===== config.mk =====
export PLATFORM = sky130hd
export DESIGN_NAME = mem_wb_reg
export DESIGN_NICKNAME = d
export VERILOG_FILES = /design/src/design/mem_wb_reg.sv
export VERILOG_INCLUDE_DIRS = /design/src /design/src/design
export SDC_FILE = /design/constraint.sdc
export NUM_CORES = 1
export LEC_CHECK = 0
export ABC_AREA = 1
export BUFFER_PORTS_ARGS = -buffer_cell sky130_fd_sc_hd__buf_2
export CORE_MARGIN = 1
export CORE_UTILIZATION = 40
export CTS_BUF_LIST = sky130_fd_sc_hd__clkbuf_2 sky130_fd_sc_hd__clkbuf_4 sky130_fd_sc_hd__clkbuf_8
export DETAILED_ROUTE_END_ITERATION = 10
export PLACE_DENSITY = 0.86
export SLEW_MARGIN = 20
export SYNTH_ARGS = -nofsm -noshare
export SYNTH_HDL_FRONTEND = slang
export SYNTH_SLANG_ARGS = --single-unit
export TNS_END_PERCENT = 50

===== constraint.sdc =====
create_clock -name clk -period 0.8 [get_ports clk]
set_input_delay 0.12 -clock clk [delete_from_list [all_inputs] [get_ports clk]]
set_output_delay 0.12 -clock clk [all_outputs]
set_load 0.05 [all_outputs]

===== src/design/mem_config.svh =====
`ifndef MEM_CONFIG_SVH
`define MEM_CONFIG_SVH

// data path and register width
`define MEM_DATA_W 32

// word address is byte address bits 31:2
`define MEM_WORD_ADDR_W 30

// log2 of implemented words, 256 words
`define MEM_DEPTH_W 8

// destination register index, 32 registers
`define MEM_REG_IDX_W 5

`endif


===== src/design/mem_wb_reg.sv =====
`timescale 1ns/10ps
`include "mem_config.svh"

module mem_wb_reg (
    input  logic                     clk,
    input  logic                     rst,
    input  logic [`MEM_DATA_W-1:0]   load_data,  // extended load or alu result
    input  logic                     is_load,
    input  logic                     miss_align,
    input  logic [`MEM_REG_IDX_W-1:0] dst_idx,
    input  logic                     dst_we,
    output logic [`MEM_DATA_W-1:0]   wb_data,
    output logic [`MEM_REG_IDX_W-1:0] wb_idx,
    output logic                     wb_we,
    output logic                     exc_miss_align
);

    always_ff @(posedge clk) begin
        if (rst) begin
            wb_data        <= '0;
            wb_idx         <= '0;
            wb_we          <= 1'b0;
            exc_miss_align <= 1'b0;
        end else begin
            wb_data        <= load_data; // load or alu result, chosen upstream
            wb_idx         <= dst_idx;
            wb_we          <= dst_we && !miss_align; // no write-back on exception
            exc_miss_align <= miss_align;
        end
    end

endmodule


==> flow_summary.toml, run 1 <==
[outcome]
outcome = "finished with violations"
violations = "setup timing"

[yosys]
yosysTopAreaCell = "dfxtp_1"
synth_top_family_by_area = "buffers and inverters"
synthTopCellsByCount = "dfxtp_1, nor2_1, inv_1"
synth_compound_area_frac = 0
yosysSeqAreaShare = 0.706
ys_ff_latch = 39
yosys.area.top_type_share = 0.706
synth-simple-area-share = 0.136
synthesis.area_sq_mm = 0.00111
synthArstFlopShare = 0
syn_inst = 121
synth_area_leaders = "dfxtp_1, nor2_1, inv_1"
synth_warnings = 0
synthFlopType = "dfxtp_1"
synth_cell_type_count = 6
muxShareOfSynthArea = 0
synth_enable_flop_cells = 0
synth-xor-area-share = 0
syn_nets = 163
synth_fa_ha_area_frac = 0
syn-mean-instance-area_sq_um = 9.14

[worst_setup_path]
crit_cells = 1
crit_path_start = "exc_miss_align"
crit_type = "register to output port"
required_ns = 0.68
slowest_stage = "dfxtp_2"
crit_end = "exc_miss_align"
cp_slowest_stage_delay_ns = 0.39
critPathBufInv = 1
crit_path_max_fanout = 1
critPathTopFamily = "flip-flops"
cp-end-kind = "output port"
path_cells = "buf_8"
arrival_ns = 0.90
crit_path_start_kind = "register"

[global_route]
grt_max_degree = 27
grt_overflow = 0
first_global_vias = 1290
antenna_found_initial = 0
grtUsageTotal = 0.323
grt_pass1_wl_um = 6240

[final_layout]
multi_input_area_sq_um = 150
final_cells = 274
ff_latch_area_sq_um = 830
diodes = 0
drive_above_1_share = 0.520
synthToLayoutAreaGrowth_pct = 118
fillers = 72
fin_nets = 286

[cts]
clock_sinks = 39
cts_buffers = 5
htree_levels = 2
cts_tree = "done"
clock_path_buffers = 2
clkSlewWorstSetupHoldPaths_ns = 0.13
cts_root_buf = "clkbuf_4"

[die]
rows = 18
die_x_um = 54.6
die_y_um = 54.6
io_pins = 81
start_util = 0.435
die_area_sq_mm = 0.00298
core_area_sq_mm = 0.00254

[timing]
setup_viol = 41
max_slew_margin = 0.824
post-route-period-util = 1.28
worst-slew-pin-transition_ns = 0.263
layout_setup_ws_ns = -0.224
slew_viol_final = 0
hold_viol_final = 0
rsz0062_at_grt = "true"
max_freq_mhz = 977
period_minus_slack_ns = 1.02

[min_path]
hp-class = "input pin to register"

[routing]
drtPass1Iterations = 4
viasPerCell = 4.78
avgRoutedWirePerCell_um = 20.9
drc = 0
drtIter0Drc = 51
antenna_left = 0
drt_wl_total_um = 5740
num_vias = 1310

[placement]
place_congestion = 0.637
place.port_buffers = 79
placedCellCount = 228
dp_hpwl_um = 1610

[pwr]
peakVddDrop_mv = 2.07
p_per_area_mw_per_mm2 = 1820
leakagePower_nw = 1.27
finalPower_mw = 4.37

[run]
cap_violations = 0
## cell families after synthesis
| family | after synthesis |
|---|---|
| DFF | 39 |
| and+or+nand+nor | 40 |
| buffers and inverters | 42 |
## cell usage in the layout, fill, tap and decap left out
| cell | n |
|---|---|
| clkbuf_4 | 5 |
| dfxtp_2 | 39 |
| clkinv_2 | 1 |
| buf_4 | 1 |
| nor2_1 | 39 |
| inv_1 | 38 |
| buf_6 | 3 |
| buf_2 | 40 |
| buf_8 | 36 |
| dlygate4sd3_1 | 39 |
| nand2_1 | 1 |
| clkbuf_8 | 1 |
| buf_12 | 1 |
## how the worst min path moves through the flow
stage	depth (start not counted)	slack (ns)	from	end
final	3	0.14	rst	wb_data[30]
after global routing	3	0.13	rst	wb_idx[1]
after CTS	3	0.14	rst	wb_data[26]
after detailed placement	3	0.33	load_data[5]	wb_data[5]
after global placement	3	0.32	load_data[9]	wb_data[9]
after floorplan	2	0.23	load_data[0]	wb_data[0]
## through the flow
stage,utilization,cell area [sq um],setup TNS (ns),worst slack [ns],hold WS (ns)
after floorplan,-,1110,0,0.0927,0.227
after global placement,0.603,1530,0,0.138,0.318
after detailed placement,0.603,1530,0,0.124,0.326
after CTS,0.908,2310,-5.39,-0.155,0.141
after global routing,0.946,2410,-7.89,-0.268,0.129
final,0.946,2410,-6.90,-0.224,0.144
## final cells by class
cell class,instances,area share
repair buffers,120,0.495
flip-flops and latches,39,0.344
multi-input cells,40,0.0623
inverters,38,0.0592
clock buffers,6,0.0213
well taps,30,0.0156
clock inverters,1,0.00208
## state kept, by name, indices dropped and copies added (netlist names)
register        count
exc_miss_align      1
wb_idx              5
wb_data            32
wb_we               1
## layer usage
metal | track usage | vias to the layer above | part of all wire
li1 | - | 567 | -
met1 | 0.307 | 591 | 0.34
met5 | 0 | - | 0
met2 | 0.588 | 120 | 0.51
met4 | 0.179 | 0 | 0.057
met3 | 0.119 | 32 | 0.084
## power breakdown
part,internal [mW],total [mW],switching (mW)
Combinational,0.507,1.12,0.614
Clock,0.408,1.10,0.691
Sequential,2.07,2.15,0.0832
## timing repair
| action | 4_1_cts | 5_1_grt |
|---|---|---|
| hold buffers | 39 | 0 |
| setup endpoints to repair | 39 | 39 |
| endpoints found under the hold margin | 39 | 0 |
| gates resized for setup | 127 | 26 |
| buffers inserted | 0 | 0 |
Note: power is estimated with default switching activity, not from simulation.
==> run 2, diff against run 1 <==
MAX_ROUTING_LAYER = met4   (was default)
==> run 2 against run 1 <==
Critical endpoint unchanged. Die area unchanged. The flow still finishes with violations (setup timing). Hold slack worse by 0.0069 ns. Combinational power about the same. Routed wire length down 0.37%. First-iteration DRC count down 18%.
==> flow_summary.toml, run 2 (same netlist as run 1, synthesis figures left out) <==
[outcome]
outcome = "finished with violations"
violations = "setup timing"

[pwr]
peakVddDrop_mv = 2.07
p_per_area_mw_per_mm2 = 1820
p_seq_frac = 0.491
p_clk_frac = 0.253
combPwrFrac = 0.256
p_int_mw = 2.98
sw_frac_of_total = 0.319
power_switching_mw = 1.40
leakagePower_nw = 1.27
finalPower_mw = 4.38

[timing]
setup_viol = 41
max_freq_mhz = 971
worst-slew-pin-transition_ns = 0.262
layout_setup_ws_ns = -0.230
fin_tns_setup_ns = -7.05
slew_viol_final = 0
timing.hold.ws_ns = 0.137
max_slew_margin = 0.825
period_minus_slack_ns = 1.03
rsz0062_at_grt = "true"
hold_viol_final = 0
post-route-period-util = 1.29

[final_layout]
top_register = "wb_data"
final_common_cell = "buf_2"
ff_latch_area_sq_um = 830
final_cell_area_sq_mm = 0.00241
final_cells = 275
drive_above_1_share = 0.520
fillers = 71
multi_input_area_sq_um = 150
layout_common_cells = "buf_2, nor2_1, dfxtp_2, dlygate4sd3_1, inv_1"
largest_reg_flops = 32
fin_nets = 286
top_regs = "wb_data: 32 flops, wb_idx: 5 flops"
synthToLayoutAreaGrowth_pct = 118

[global_route]
grt_max_degree = 27
grt_overflow = 0
first_global_vias = 1288
antenna_found_initial = 0
grt_pass1_wl_um = 6250
grtUsageTotal = 0.333

[routing]
drt_wl_total_um = 5720
antenna_left = 0
drtPass1Iterations = 5
drc = 0
viasPerCell = 4.74
avgRoutedWirePerCell_um = 20.8
drtIter0Drc = 42
num_vias = 1304

[die]
io_pins = 81
die_x_um = 54.6
die_y_um = 54.6
core_area_sq_mm = 0.00254
start_util = 0.435
die_area_sq_mm = 0.00298
rows = 18

[cts]
htree_levels = 2
cts_tree = "done"
post_cts_buffers = 0
clock_sinks = 39
cts_root_buf = "clkbuf_4"
cts_buffers = 5
clkSlewWorstSetupHoldPaths_ns = 0.13
clock_path_buffers = 2

[min_path]
hp-class = "input pin to register"
hp-start = "rst"
min_to = "wb_data[26]"
holdPathStages = 3

[placement]
place.port_buffers = 79
placedCellCount = 228
dp_hpwl_um = 1610
dpl_cell_area_sq_mm = 0.00153
place_congestion = 0.642

[run]
cap_violations = 0

[worst_setup_path]
crit_path_max_fanout = 1
cp_slowest_stage_delay_ns = 0.39
critPathTopFamily = "flip-flops"
critPathBufInv = 1
path_cells = "buf_8"
cp-end-kind = "output port"
arrival_ns = 0.91
slowest_stage = "dfxtp_2"
crit_type = "register to output port"
required_ns = 0.68
crit_path_start_kind = "register"
[run 2: cell count changes in the layout (fill, tap and decap cells not counted), sizes merged]
cell	delta
diode	+1
[run 2: layer usage]
| layer | up-vias | global-route usage | routed length, um | part of all wire |
|---|---|---|---|---|
| met5 | - | - | 0 | 0 |
| met4 | 0 | 0.179 | 354 | 0.062 |
| met3 | 30 | 0.114 | 422 | 0.074 |
| met2 | 95 | 0.588 | 2910 | 0.51 |
| met1 | 612 | 0.312 | 2030 | 0.36 |
| li1 | 567 | - | - | - |
[run 2: stage by stage]
| stage | utilization | setup slack [ns] |
|---|---|---|
| floorplan | - | 0.0927 |
| global placement | 0.603 | 0.138 |
| detailed placement | 0.603 | 0.124 |
| CTS | 0.908 | -0.155 |
| global route | 0.946 | -0.250 |
| finish | 0.947 | -0.230 |
[run 2: final cells by class]
class | count | share of cell area
timing repair buffer | 120 | 0.495
antenna | 1 | 0.00104
clock inverter | 1 | 0.00208
inverter | 38 | 0.0592
sequential | 39 | 0.344
multi-input combinational | 40 | 0.0623
clock buffer | 6 | 0.0213
tap | 30 | 0.0156
[run 2: how the worst max path moves through the flow]
stage,startpoint,endpoint,slack (ns),cells after the start
3_5_place_dp,wb_data[13],wb_data[13],0.12,1
6_report,exc_miss_align,exc_miss_align,-0.23,1
5_1_grt,exc_miss_align,exc_miss_align,-0.25,1
4_1_cts,wb_data[16],wb_data[16],-0.15,1
3_3_place_gp,wb_data[2],wb_data[2],0.14,1
2_1_floorplan,exc_miss_align,exc_miss_align,0.09,0
[run 2: power by group through the flow]
stage	Clock, mW	Combinational, mW	Sequential (mW)
finish	1.11	1.12	2.15
global route	1.18	1.16	2.15
CTS	0.993	0.981	2.12
detailed placement	0	0.688	2.11
global placement	0	0.682	2.11
floorplan	0	0.105	2.48
[run 2: what timing repair did]
item | in CTS | in global routing
gates resized for setup | 127 | 26
setup endpoints to repair | 39 | 39
hold buffers | 39 | 0
hold endpoints to repair | 39 | 0
==> run 3, diff against run 2 <==
PLACE_DENSITY = 0.84   (was 0.86)
==> run 3 against run 2 <==
The run still ends with setup timing left. First-iteration DRC count increased by 12%. Critical path depth is the same. Via count is 6.1% lower. Sequential share of layout area increased by 0.25 points. Setup slack better by 0.044 ns. Sequential cell count did not move. Combinational power about the same. Sequential power hardly changed. Fmax grew 4.5%. Final area is 0.73% lower. Global-route usage shrank 3.4 points. Clock power fell by 6%. Critical path type unchanged. Critical endpoint is now wb_data[19].
==> flow_summary.toml, run 3 (same netlist as run 1, synthesis figures left out) <==
[timing]
rsz0062_at_grt = "true"
setup_viol = 39
period_minus_slack_ns = 0.986
worst-slew-pin-transition_ns = 0.175
slew_viol_final = 0
hold_viol_final = 0
max_freq_mhz = 1010
max_slew_margin = 0.883
post-route-period-util = 1.23
layout_setup_ws_ns = -0.186

[pwr]
peakVddDrop_mv = 1.54
leakagePower_nw = 1.26
p_per_area_mw_per_mm2 = 1790
finalPower_mw = 4.28

[cts]
clock_path_buffers = 2
cts_buffers = 5
clock_sinks = 39
cts_tree = "done"
cts_root_buf = "clkbuf_4"
clkSlewWorstSetupHoldPaths_ns = 0.12
htree_levels = 2

[worst_setup_path]
cp_slowest_stage_delay_ns = 0.37
required_ns = 0.68
critPathTopFamily = "flip-flops"
cp-end-kind = "output port"
arrival_ns = 0.87
path_cells = "buf_8"
crit_path_max_fanout = 1
crit_path_start_kind = "register"
crit_type = "register to output port"
slowest_stage = "dfxtp_2"
critPathBufInv = 1

[final_layout]
ff_latch_area_sq_um = 830
top_register = "wb_data"
synthToLayoutAreaGrowth_pct = 116
final_common_cell = "buf_2"
top_regs = "wb_data: 32 flops, wb_idx: 5 flops"
drive_above_1_share = 0.525
largest_reg_flops = 32
multi_input_area_sq_um = 150
fillers = 80
diodes = 0
fin_nets = 286
final_cell_area_sq_mm = 0.00239
layout_common_cells = "buf_2, nor2_1, dfxtp_2"
final_cells = 274

[placement]
dp_hpwl_um = 1570
place_congestion = 0.630
placedCellCount = 229
place.port_buffers = 79
dpl_cell_area_sq_mm = 0.00153

[outcome]
violations = "setup timing"
outcome = "finished with violations"

[run]
cap_violations = 0

[die]
die_y_um = 54.6
core_area_sq_mm = 0.00254
die_area_sq_mm = 0.00298
start_util = 0.435
rows = 18
io_pins = 81
die_x_um = 54.6

[global_route]
grt_max_degree = 15
grtUsageTotal = 0.299
use_met2 = 0.506
grt.met3_usage = 0.119
grt_pass1_wl_um = 5640
grt-busiest-layer = "met2"
first_global_vias = 1158
grt_overflow = 0
grt_util_met1 = 0.297
antenna_found_initial = 0

[routing]
drt_wl_total_um = 4860
antenna_left = 0
drtPass1Iterations = 5
drtIter0Drc = 47
viasPerCell = 4.47
avgRoutedWirePerCell_um = 17.7
num_vias = 1224
drc = 0

[min_path]
hp-class = "input pin to register"
## run 3: changes by cell type in the layout (fill, tap and decap cells not counted)
cell	delta
buf_4	+2
dlygate4sd3_1	-1
buf_12	-1
diode_2	-1
## run 3: timing repair
action,in CTS,in global routing
hold buffers,38,0
endpoints found under the hold margin,38,0
setup buffers,0,0
setup endpoints to repair,39,39
gates resized for setup,133,20
## run 3: routing by layer
layer / part of all wire / wire (um) / vias up
met1: 0.38 / 1850 / 549
met4: 0.052 / 251 / 0
met3: 0.076 / 371 / 21
met2: 0.49 / 2390 / 87
li1: - / - / 567
met5: 0 / 0 / -
## run 3: stage by stage
stage	setup slack [ns]	util	setup TNS, ns	hold slack [ns]
6_report	-0.186	0.941	-6.15	0.0816
5_1_grt	-0.218	0.941	-7.57	0.0963
4_1_cts	-0.164	0.911	-6.07	0.000108
3_5_place_dp	0.125	0.601	0	0.325
3_3_place_gp	0.137	0.601	0	0.318
2_1_floorplan	0.0927	-	0	0.227
## run 3: worst paths after layout
check | slack [ns] | from | cells past startpoint | end
min | 0.08 | miss_align | 4 | wb_we
max | -0.19 | wb_data[19] | 1 | wb_data[19]
## run 3: power breakdown
| part | total, mW | internal, mW | switching, mW |
|---|---|---|---|
| clock | 1.04 | 0.408 | 0.634 |
| combinational | 1.09 | 0.500 | 0.594 |
| sequential | 2.14 | 2.07 | 0.0757 |
| total | 4.28 | 2.98 | 1.30 |
## run 3: cell type report
| type | instances | area share |
|---|---|---|
| repair buffers | 120 | 0.492 |
| flip-flops and latches | 39 | 0.347 |
| multi-input cells | 40 | 0.0627 |
| inverters | 38 | 0.0596 |
| clock buffers | 6 | 0.0214 |
| well taps | 30 | 0.0157 |
| clock inverters | 1 | 0.00209 |
