<file path="config.mk">
export PLATFORM = sky130hd
export DESIGN_NAME = mem_ctrl_flat
export DESIGN_NICKNAME = d
export VERILOG_FILES = /design/src/design/mem_pkg.sv /design/src/design/mem_bus_if.sv /design/src/design/mem_ctrl.sv /design/src/flat_wrapper.sv
export VERILOG_INCLUDE_DIRS = /design/src /design/src/design
export SDC_FILE = /design/constraint.sdc
export NUM_CORES = 1
export LEC_CHECK = 0
export BUFFER_PORTS_ARGS = -buffer_cell sky130_fd_sc_hd__buf_2
export CORE_AREA = 2 2 77 79
export DETAILED_ROUTE_END_ITERATION = 8
export DIE_AREA = 0 0 79 81
export SLEW_MARGIN = 20
export SYNTH_ARGS = -nofsm -noshare
export SYNTH_HDL_FRONTEND = slang
export SYNTH_SLANG_ARGS = --single-unit
export TNS_END_PERCENT = 1
</file>
<file path="constraint.sdc">
create_clock -name vclk -period 3.05
set_input_delay 0.1525 -clock vclk [all_inputs]
set_output_delay 0.1525 -clock vclk [all_outputs]
set_load 0.005 [all_outputs]
</file>
<file path="src/design/mem_config.svh">
`ifndef MEM_CONFIG_SVH
`define MEM_CONFIG_SVH

// data path and register width
`define MEM_DATA_W 32

// word address is byte address bits 31:2
`define MEM_WORD_ADDR_W 30

// log2 of implemented words, 256 words
`define MEM_DEPTH_W 8

// destination register index, 32 registers
`define MEM_REG_IDX_W 5

`endif

</file>
<file path="src/design/mem_pkg.sv">
package mem_pkg;

    // memory operation from the decoder
    typedef enum logic [2:0] {
        MEM_OP_NOP = 3'd0, // no memory access
        MEM_OP_LW  = 3'd1, // load word
        MEM_OP_LH  = 3'd2, // load half, sign extended
        MEM_OP_LHU = 3'd3, // load half, zero extended
        MEM_OP_LB  = 3'd4, // load byte, sign extended
        MEM_OP_LBU = 3'd5, // load byte, zero extended
        MEM_OP_SW  = 3'd6  // store word
    } mem_op_e;

    // direction on the memory port
    typedef enum logic {
        MEM_READ  = 1'b0,
        MEM_WRITE = 1'b1
    } mem_rw_e;

endpackage

</file>
<file path="src/design/mem_bus_if.sv">
`timescale 1ns/10ps
`include "mem_config.svh"

interface mem_bus_if;

    logic                        as_n;    // access strobe, active low
    mem_pkg::mem_rw_e            rw;
    logic [`MEM_WORD_ADDR_W-1:0] addr;    // word address
    logic [`MEM_DATA_W-1:0]      wr_data;
    logic [`MEM_DATA_W-1:0]      rd_data; // follows addr while as_n low

    modport ctrl (
        output as_n,
        output rw,
        output addr,
        output wr_data,
        input  rd_data
    );

    modport mem (
        input  as_n,
        input  rw,
        input  addr,
        input  wr_data,
        output rd_data
    );

endinterface

</file>
<file path="src/design/mem_ctrl.sv">
`timescale 1ns/10ps
`include "mem_config.svh"

module mem_ctrl (
    input  mem_pkg::mem_op_e       mem_op,    // from decode via execute
    input  logic [`MEM_DATA_W-1:0] alu_out,   // byte address or alu result
    input  logic [`MEM_DATA_W-1:0] gpr_data,  // store data
    mem_bus_if.ctrl                bus,
    output logic [`MEM_DATA_W-1:0] load_data, // extended load or alu result
    output logic                   is_load,   // aligned load
    output logic                   miss_align
);

    localparam int HALF_W = `MEM_DATA_W / 2;
    localparam int BYTE_W = `MEM_DATA_W / 4;
    localparam int OFFS_W = `MEM_DATA_W - `MEM_WORD_ADDR_W;

    logic [OFFS_W-1:0]      offset;
    logic                   aligned;
    logic                   ld_op;   // any load opcode
    logic                   st_op;   // store opcode
    logic [`MEM_DATA_W-1:0] rd_word;

    assign bus.addr    = alu_out[`MEM_DATA_W-1:OFFS_W];
    assign offset      = alu_out[OFFS_W-1:0];
    assign bus.wr_data = gpr_data; // full word always
    assign rd_word     = bus.rd_data;

    assign aligned = (offset == '0);

    // opcode class
    always_comb begin
        ld_op = 1'b0;
        st_op = 1'b0;
        case (mem_op)
            mem_pkg::MEM_OP_LW,
            mem_pkg::MEM_OP_LH,
            mem_pkg::MEM_OP_LHU,
            mem_pkg::MEM_OP_LB,
            mem_pkg::MEM_OP_LBU: begin
                ld_op = 1'b1;
            end
            mem_pkg::MEM_OP_SW: begin
                st_op = 1'b1;
            end
            default: begin
                ld_op = 1'b0; // nop and unused codes
                st_op = 1'b0;
            end
        endcase
    end

    // misaligned access never reaches memory
    always_comb begin
        bus.as_n   = 1'b1;
        bus.rw     = mem_pkg::MEM_READ;
        miss_align = 1'b0;
        if (ld_op || st_op) begin
            if (aligned) begin
                bus.as_n = 1'b0;
            end else begin
                miss_align = 1'b1;
            end
        end
        if (st_op) begin
            bus.rw = mem_pkg::MEM_WRITE;
        end
    end

    assign is_load = ld_op && aligned;

    // load extension, low lanes only
    always_comb begin
        load_data = alu_out; // pass alu result when not loading
        if (is_load) begin
            case (mem_op)
                mem_pkg::MEM_OP_LW: begin
                    load_data = rd_word;
                end
                mem_pkg::MEM_OP_LH: begin
                    load_data = {{(`MEM_DATA_W-HALF_W){rd_word[HALF_W-1]}},
                                 rd_word[HALF_W-1:0]};
                end
                mem_pkg::MEM_OP_LHU: begin
                    load_data = {{(`MEM_DATA_W-HALF_W){1'b0}}, rd_word[HALF_W-1:0]};
                end
                mem_pkg::MEM_OP_LB: begin
                    load_data = {{(`MEM_DATA_W-BYTE_W){rd_word[BYTE_W-1]}},
                                 rd_word[BYTE_W-1:0]};
                end
                mem_pkg::MEM_OP_LBU: begin
                    load_data = {{(`MEM_DATA_W-BYTE_W){1'b0}}, rd_word[BYTE_W-1:0]};
                end
                default: begin
                    load_data = alu_out;
                end
            endcase
        end
    end

endmodule

</file>
<file path="src/flat_wrapper.sv">
// flat-port wrapper written by rule: the top's interface ports become plain ports
module mem_ctrl_flat 
  (mem_op, alu_out, gpr_data, load_data, is_load, miss_align, bus_as_n, bus_rw, bus_addr, bus_wr_data, bus_rd_data);
  mem_bus_if bus_i ();
  input  mem_pkg::mem_op_e mem_op;
  input  logic [`MEM_DATA_W-1:0] alu_out;
  input  logic [`MEM_DATA_W-1:0] gpr_data;
  output logic [`MEM_DATA_W-1:0] load_data;
  output logic is_load;
  output logic miss_align;
  output wire logic [$bits(bus_i.as_n)-1:0] bus_as_n;
  output wire logic [$bits(bus_i.rw)-1:0] bus_rw;
  output wire logic [$bits(bus_i.addr)-1:0] bus_addr;
  output wire logic [$bits(bus_i.wr_data)-1:0] bus_wr_data;
  input wire logic [$bits(bus_i.rd_data)-1:0] bus_rd_data;
  assign bus_as_n = bus_i.as_n;
  assign bus_rw = bus_i.rw;
  assign bus_addr = bus_i.addr;
  assign bus_wr_data = bus_i.wr_data;
  assign bus_i.rd_data = bus_rd_data;
  mem_ctrl u_core (.mem_op(mem_op), .alu_out(alu_out), .gpr_data(gpr_data), .bus(bus_i), .load_data(load_data), .is_load(is_load), .miss_align(miss_align));
endmodule
</file>
==> results.json, run 1 <==
{
  "worst_pin_slew_ns": 0.741,
  "grt_max_degree": 21,
  "routedWlPerCell_um": 11.7,
  "endpoint_kind": "output port",
  "switching_share": 0.435,
  "startpoint_type": "input pin",
  "synth_cell_type_count": 21,
  "first_iter_violations": 21,
  "hold_viol_final": 0,
  "die-area_um2": 6400,
  "synth_area_per_cell_um2": 7.46,
  "crit_type": "in2out",
  "p_int_mw": 0.109,
  "antenna_cells": 0,
  "postCtsSetupRepairBufs": 0,
  "hp-class": "in2out",
  "track_usage": 0.0846,
  "whs_ns": 0.305,
  "synth.net_count": 241,
  "clkbuf_count": 0,
  "finalMaxSlewViolations": 0,
  "io_pins": 197,
  "maxSlewHeadroom": 0.505,
  "power_density_nw_per_um2": 148,
  "p_leak_nw": 0.728,
  "synth_warnings": 0,
  "maxCapViolCount": 0,
  "cp.arrival_ns": 1.86,
  "peakVddDrop_mv": 0.0593,
  "grt_pass1_wl_um": 4530,
  "row_count": 28,
  "rsz0062_at_grt": "no",
  "ant_nets": 0,
  "min_period_ns": 2.01,
  "finalNetCount": 309,
  "grt_antenna_before_repair": 0,
  "grt_pass1_vias": 958,
  "power_frac_comb": 1.000,
  "ys_seq_area_frac": 0,
  "period_share": 0.660,
  "drt_wl_total_um": 3300,
  "ctsResizeCount": 0,
  "die_w_um": 79,
  "power.switching_mw": 0.0841,
  "dp_hpwl_um": 2780,
  "fmax_mhz": 497,
  "die_h_um": 81,
  "syn_area_um2": 1060,
  "design.seq.count": 0,
  "drc_errors": 0,
  "core_area_um2": 5680,
  "required_ns": 2.90,
  "critPathMaxFanout": 20,
  "grt-ovfl-total": 0,
  "drive_gt1_frac": 0.707,
  "seq_power_share": 0,
  "gp_congestion": 0.641,
  "via_per_inst": 3.96,
  "synthCells": 142,
  "cts_hold_buf": 0,
  "syn2layout_area_growth_pct": 23.4,
  "dr.pass1.iters": 4,
  "status": "completed",
  "setup_viol": 0,
  "placed_cells": 283,
  "fin_setup_tns_ns": 0,
  "clkPwrFrac": 0,
  "initial_utilization": 0.187,
  "seq_area_um2": 0,
  "port-buffer-count": 133,
  "num_vias": 1122,
  "final_cells": 283
}
==> power by group through the flow <==
stage / Combinational [mW] / Sequential, mW / Clock (mW)
4_1_cts: 0.196 / 0 / 0
5_1_grt: 0.213 / 0 / 0
3_3_place_gp: 0.194 / 0 / 0
6_report: 0.193 / 0 / 0
2_1_floorplan: 0.148 / 0 / 0
3_5_place_dp: 0.195 / 0 / 0
==> logic make-up (layout without fill, tap and decap cells) <==
kind of cell | after synthesis | in the layout | share of synthesized area
muxes | 6 | 6 | 0.0744
buffers and inverters | 69 | 135 | 0.497
AOI/OAI and AO/OA | 30 | 30 | 0.262
and+or+nand+nor | 37 | 37 | 0.166
==> Yosys cell counts <==
| library cell | number | area share |
|---|---|---|
| nor3_1 | 1 | 0.0047 |
| a2bb2oi_1 | 24 | 0.20 |
| buf_2 | 1 | 0.0047 |
| nor3_2 | 1 | 0.0094 |
| mux2_4 | 3 | 0.042 |
| nor2_1 | 4 | 0.014 |
| mux2_2 | 3 | 0.032 |
| nor2_4 | 1 | 0.011 |
| buf_6 | 4 | 0.042 |
| buf_4 | 63 | 0.45 |
| and4bb_1 | 1 | 0.012 |
| nor3b_2 | 1 | 0.012 |
| o21ba_2 | 1 | 0.0094 |
| a21o_1 | 2 | 0.014 |
| nand2b_1 | 1 | 0.0059 |
| a211oi_4 | 1 | 0.019 |
| a211o_4 | 1 | 0.017 |
| and3_1 | 1 | 0.0059 |
| nand2_1 | 26 | 0.092 |
| a21oi_1 | 1 | 0.0047 |
| buf_1 | 1 | 0.0035 |
==> worst paths after layout <==
| path | from | to | slack, ns | depth (start not counted) |
|---|---|---|---|---|
| hold / removal | gpr_data[16] | bus_wr_data[16] | 0.31 | 0 |
| setup / recovery | mem_op[1] | load_data[7] | 1.04 | 6 |
==> per-layer routing <==
metal  wire [µm]  track usage  part of all wire  up-vias
li1            -            -                 -      560
met1        1400        0.113              0.42      493
met2        1570        0.145              0.48       61
met3         308       0.0167             0.093        8
met4          24       0.0103            0.0073        0
met5           0            0                 0        -
==> area by class of cell <==
type	count	area, µm²
well taps	75	93.8
repair buffers	135	681
fillers	655	4370
multi-input cells	73	533
==> critical path, cell delays in order <==
cell     delay, ns
buf_2         0.15
a211o_4       0.38
nor2_4        0.42
buf_4         0.32
mux2_4        0.31
buf_2         0.12
==> cells in the final DEF, fill, tap and decap left out, drive strengths merged, types with 2 or more instances in the layout <==
master / Yosys / layout
buf: 69 / 135
nor2: 5 / 5
nor3: 2 / 2
nand2: 26 / 26
a2bb2oi: 24 / 24
a21o: 2 / 2
mux2: 6 / 6
==> metrics by stage <==
| stage | power (mW) | worst slack (ns) | utilization | area [µm²] |
|---|---|---|---|---|
| after floorplan | 0.148 | 1.66 | - | 1060 |
| after global placement | 0.194 | 1.03 | 0.230 | 1310 |
| after detailed placement | 0.195 | 1.03 | 0.230 | 1310 |
| after CTS | 0.196 | 1.03 | 0.230 | 1310 |
| after global routing | 0.213 | 0.948 | 0.230 | 1310 |
| final | 0.193 | 1.04 | 0.230 | 1310 |
(Power assumes the default switching activity.)
==> run 2: changes to the inputs <==
--- a/config.mk
+++ b/config.mk
@@ -7,9 +7,9 @@
 export NUM_CORES = 1
 export LEC_CHECK = 0
 export BUFFER_PORTS_ARGS = -buffer_cell sky130_fd_sc_hd__buf_2
-export CORE_AREA = 2 2 77 79
+export CORE_AREA = 2 2 76 78
 export DETAILED_ROUTE_END_ITERATION = 8
-export DIE_AREA = 0 0 79 81
+export DIE_AREA = 0 0 78 80
 export SLEW_MARGIN = 20
 export SYNTH_ARGS = -nofsm -noshare
 export SYNTH_HDL_FRONTEND = slang
==> constraint.sdc (replaced) <==
create_clock -name vclk -period 1.9
set_input_delay 0.095 -clock vclk [all_inputs]
set_output_delay 0.095 -clock vclk [all_outputs]
set_load 0.005 [all_outputs]
==> run 2 against run 1 <==
Die area fell by 2.5%. Worst hold slack got worse by 0.11 ns. First-iteration DRC count increased by 52%. Critical endpoint is now load_data[5]. Largest power group unchanged. Worst setup slack got worse by 0.74 ns. Total power increased by 65%. Cell count unchanged.
==> results.json, run 2 (synthesis results as in run 1) <==
{
  "status": "completed",
  "setup_viol": 0,
  "antenna_cells": 0,
  "io_pins": 197,
  "clkbuf_count": 0,
  "final_cell_mix": "buf_2 (133), nand2_1 (26), a2bb2oi_1 (24)",
  "finalPower_mw": 0.319,
  "min_period_ns": 1.60,
  "placed_area_um2": 1340,
  "nFillCells": 620,
  "required_ns": 1.80,
  "grt_antenna_before_repair": 0,
  "maxCapViolCount": 0,
  "initial_utilization": 0.196,
  "num_vias": 1139,
  "die-area_um2": 6240,
  "die_w_um": 78,
  "seq_area_um2": 0,
  "grt_pass1_vias": 999,
  "hold_viol_final": 0,
  "period_share": 0.843,
  "routedWlPerCell_um": 11.4,
  "maxSlewHeadroom": 0.801,
  "utilization": 0.248,
  "ant_nets": 0,
  "whs_ns": 0.190,
  "peakVddDrop_mv": 0.0793,
  "fmax_mhz": 624,
  "endpoint_kind": "output port",
  "multi_input_area_um2": 533,
  "finalMaxSlewViolations": 0,
  "grt_max_degree": 17,
  "cp.arrival_ns": 1.51,
  "critPathMaxFanout": 15,
  "ctsResizeCount": 0,
  "syn2layout_area_growth_pct": 26.3,
  "grt_pass1_wl_um": 4600,
  "power_density_nw_per_um2": 238,
  "critPathBufInv": 3,
  "stdcell_area_um2": 1340,
  "crit_top_cell": "buf_2",
  "max_stage_delay_ns": 0.38,
  "fin_setup_tns_ns": 0,
  "hp-class": "in2out",
  "finalNetCount": 312,
  "core_area_um2": 5410,
  "dr.pass1.iters": 6,
  "postCtsSetupRepairBufs": 0,
  "slowest_stage": "a211o_4",
  "via_per_inst": 4.02,
  "cts_hold_buf": 0,
  "gp_congestion": 0.710,
  "crit_type": "in2out",
  "track_usage": 0.0873,
  "first_iter_violations": 32,
  "port-buffer-count": 133,
  "design.seq.count": 0,
  "dp_hpwl_um": 2670,
  "crit_family": "buffers and inverters",
  "drc_errors": 0,
  "rsz0062_at_grt": "no",
  "row_count": 27,
  "crit_chain": "buf_2 -> a211o_4 -> nor2_4 -> buf_12 -> mux2_4 -> buf_2",
  "grt-ovfl-total": 0,
  "startpoint_type": "input pin",
  "p_leak_nw": 0.747,
  "worst_pin_slew_ns": 0.297,
  "layout_commonest_cell": "buf_2",
  "die_h_um": 80,
  "drive_gt1_frac": 0.711,
  "drt_wl_total_um": 3230
}
run 2: cell count changes in the layout (fill, tap and decap cells not counted), sizes merged:
cell	delta
buf	+3
run 2: per-stage QoR:
stage	std cells	setup WS, ns
finish	283	0.297
global route	283	0.211
CTS	283	0.271
detailed placement	283	0.278
global placement	283	0.323
floorplan	142	0.624
run 2: routing by layer:
metal	track usage	vias to the layer above	routed length [µm]
met4	0.0228	0	36
li1	-	567	-
met2	0.159	51	1620
met1	0.113	513	1330
met5	0	-	0
met3	0.00226	8	242
run 2: path summary, 6_finish.rpt:
kind / to / from / cells after the start
max: load_data[5] / mem_op[1] / 6
min: bus_wr_data[13] / gpr_data[13] / 0
run 2: area by class of cell:
cell class / count / share of cell area
well taps: 72 / 0.0673
repair buffers: 138 / 0.535
multi-input cells: 73 / 0.398
run 2: power by group:
group | switching (mW) | leakage (nW) | internal [mW]
Combinational | 0.136 | 0.747 | 0.182
Clock | 0 | 0 | 0
Sequential | 0 | 0 | 0
==> run 3: changes to the inputs <==
--- a/config.mk
+++ b/config.mk
@@ -6,10 +6,12 @@
 export SDC_FILE = /design/constraint.sdc
 export NUM_CORES = 1
 export LEC_CHECK = 0
+export ABC_AREA = 1
 export BUFFER_PORTS_ARGS = -buffer_cell sky130_fd_sc_hd__buf_2
-export CORE_AREA = 2 2 76 78
+export CORE_AREA = 2 2 77 79
 export DETAILED_ROUTE_END_ITERATION = 8
-export DIE_AREA = 0 0 78 80
+export DIE_AREA = 0 0 79 81
+export PLACE_DENSITY = 0.67
 export SLEW_MARGIN = 20
 export SYNTH_ARGS = -nofsm -noshare
 export SYNTH_HDL_FRONTEND = slang
==> constraint.sdc (replaced) <==
create_clock -name vclk -period 1.52
set_input_delay 0.076 -clock vclk [all_inputs]
set_output_delay 0.076 -clock vclk [all_outputs]
set_load 0.005 [all_outputs]
==> run 3 against run 2 <==
First-iteration DRC count rose by 53%. Highest routed layer unchanged. Largest cell class unchanged. Wire length grew 44%. Sequential share of layout area stayed put. Combinational power grew 44%. Largest power group unchanged.
==> results.json, run 3 <==
{
  "dr.pass1.iters": 4,
  "peakVddDrop_mv": 0.0884,
  "crit_type": "in2out",
  "grt_pass1_vias": 1468,
  "grt_util_met2": 0.247,
  "min-delay-start": "gpr_data[10]",
  "status": "completed",
  "cp.arrival_ns": 1.19,
  "row_count": 28,
  "power_density_nw_per_um2": 290,
  "hold_viol_final": 0,
  "setup.worst_path.start": "mem_op[0]",
  "rsz0062_at_grt": "no",
  "period_share": 0.833,
  "synth_warnings": 0,
  "grt-ovfl-total": 0,
  "met3_usage": 0.0167,
  "finalMaxSlewViolations": 0,
  "finalNetCount": 407,
  "drc_errors": 0,
  "design.seq.count": 0,
  "synth.most_common_cell": "buf_4",
  "die_h_um": 81,
  "synth_top_cells_by_count": "buf_4 (62), nor2_1 (51), nand2_1 (25)",
  "syn_area_um2": 1320,
  "power.switching_mw": 0.240,
  "hp-class": "in2out",
  "yosys.area.top_type": "buf_4",
  "synthCells": 241,
  "seq_power_share": 0,
  "maxCapViolCount": 0,
  "crit_chain": "buf_2 -> o21ai_4 -> nand2_4 -> nand2_4 -> inv_2 -> nand2_1 -> nand2_1 -> buf_2",
  "startpoint_type": "input pin",
  "top_usage_layer": "met2",
  "synth_cell_type_count": 18,
  "dp_hpwl_um": 3770,
  "ctsResizeCount": 0,
  "gp_congestion": 0.670,
  "first_iter_violations": 49,
  "final_cell_mix": "buf_2 (133), nor2_1 (51), nand2_1 (25)",
  "via_per_inst": 4.46,
  "grt_pass1_wl_um": 6690,
  "p_int_mw": 0.219,
  "synth_area_per_cell_um2": 5.49,
  "endpoint_kind": "output port",
  "grt_antenna_before_repair": 0,
  "placed_cells": 381,
  "die_w_um": 79,
  "critPathMaxFanout": 31,
  "routedWlPerCell_um": 12.2,
  "drt_wl_total_um": 4640,
  "drive_gt1_frac": 0.490,
  "fin_setup_tns_ns": 0,
  "maxSlewHeadroom": 0.772,
  "postCtsSetupRepairBufs": 0,
  "setup_viol": 0,
  "synth_area_leaders": "buf_4 (35%), nor2_1 (14%), a21oi_1 (9.1%)",
  "ant_nets": 0,
  "p_leak_nw": 0.994,
  "synth.net_count": 340,
  "slowest_stage": "nand2_4",
  "ys_seq_area_frac": 0,
  "power_frac_comb": 1.000,
  "nFillCells": 686,
  "num_vias": 1701,
  "final_cells": 381,
  "initial_utilization": 0.233,
  "die-area_um2": 6400,
  "track_usage": 0.127,
  "synth_top_area_frac": 0.352,
  "cts_hold_buf": 0,
  "clkbuf_count": 0,
  "fmax_mhz": 790,
  "core_area_um2": 5680,
  "switching_share": 0.523,
  "clkPwrFrac": 0,
  "seq_area_um2": 0,
  "antenna_cells": 0,
  "port-buffer-count": 133,
  "io_pins": 197,
  "grt_max_degree": 32,
  "use_met1": 0.146,
  "syn2layout_area_growth_pct": 19.8,
  "whs_ns": 0.152,
  "min_period_ns": 1.27,
  "worst_pin_slew_ns": 0.342,
  "required_ns": 1.44,
  "max_stage_delay_ns": 0.28,
  "finalPower_mw": 0.460,
  "layout_commonest_cell": "buf_2"
}
==> run 3: changes by cell type in the layout (fill, tap and decap cells not counted), moves of 3 or more <==
cell / before / now
a2bb2oi_1: 24 / 0
mux2_4: 3 / 0
o21ai_0: 0 / 9
nand4_1: 0 / 16
nand3_1: 0 / 17
nor2_1: 4 / 51
mux2_2: 3 / 0
a21oi_1: 1 / 24
inv_1: 0 / 13
buf_4: 4 / 9
==> run 3: cell families after synthesis <==
logic type / after synthesis / share of synthesized area
buffers and inverters: 92 / 0.470
AND/OR/NAND/NOR: 114 / 0.387
AO/OA/AOI/OAI: 35 / 0.143
==> run 3: power groups by stage <==
| stage | sequential, mW | combinational (mW) | clock, mW |
|---|---|---|---|
| detailed placement | 0 | 0.466 | 0 |
| CTS | 0 | 0.468 | 0 |
| global route | 0 | 0.521 | 0 |
| floorplan | 0 | 0.342 | 0 |
| global placement | 0 | 0.460 | 0 |
| finish | 0 | 0.460 | 0 |
==> run 3: final timing paths <==
path                         endpoint  slack, ns  cells past startpoint
worst max-delay path     load_data[7]       0.25                      8
worst min-delay path  bus_wr_data[10]       0.15                      0
==> run 3: per-layer routing <==
| layer | vias up | wire length [µm] |
|---|---|---|
| met2 | 102 | 2340 |
| met4 | 0 | 97 |
| met3 | 16 | 434 |
| met1 | 732 | 1770 |
| li1 | 851 | - |
| met5 | - | 0 |
==> run 3: area by class of cell <==
cell class / instances / area [µm²] / share of cell area
Timing Repair Buffer: 142 / 733 / 0.463
Inverter: 15 / 56.3 / 0.0355
Multi-Input combinational cell: 149 / 701 / 0.442
Tap cell: 75 / 93.8 / 0.0592
==> run 3: stage by stage <==
step	cell area, µm²	setup WS [ns]	util
2_1_floorplan	1320	0.524	-
3_3_place_gp	1580	0.281	0.279
3_5_place_dp	1580	0.236	0.279
4_1_cts	1580	0.235	0.279
5_1_grt	1580	0.106	0.279
6_report	1580	0.254	0.279
==> run 3: critical path: cells and delay by family <==
kind	cells	cell delay, ns
AND/OR/NAND/NOR	4	0.49
buffers and inverters	3	0.45
AO/OA/AOI/OAI	1	0.17
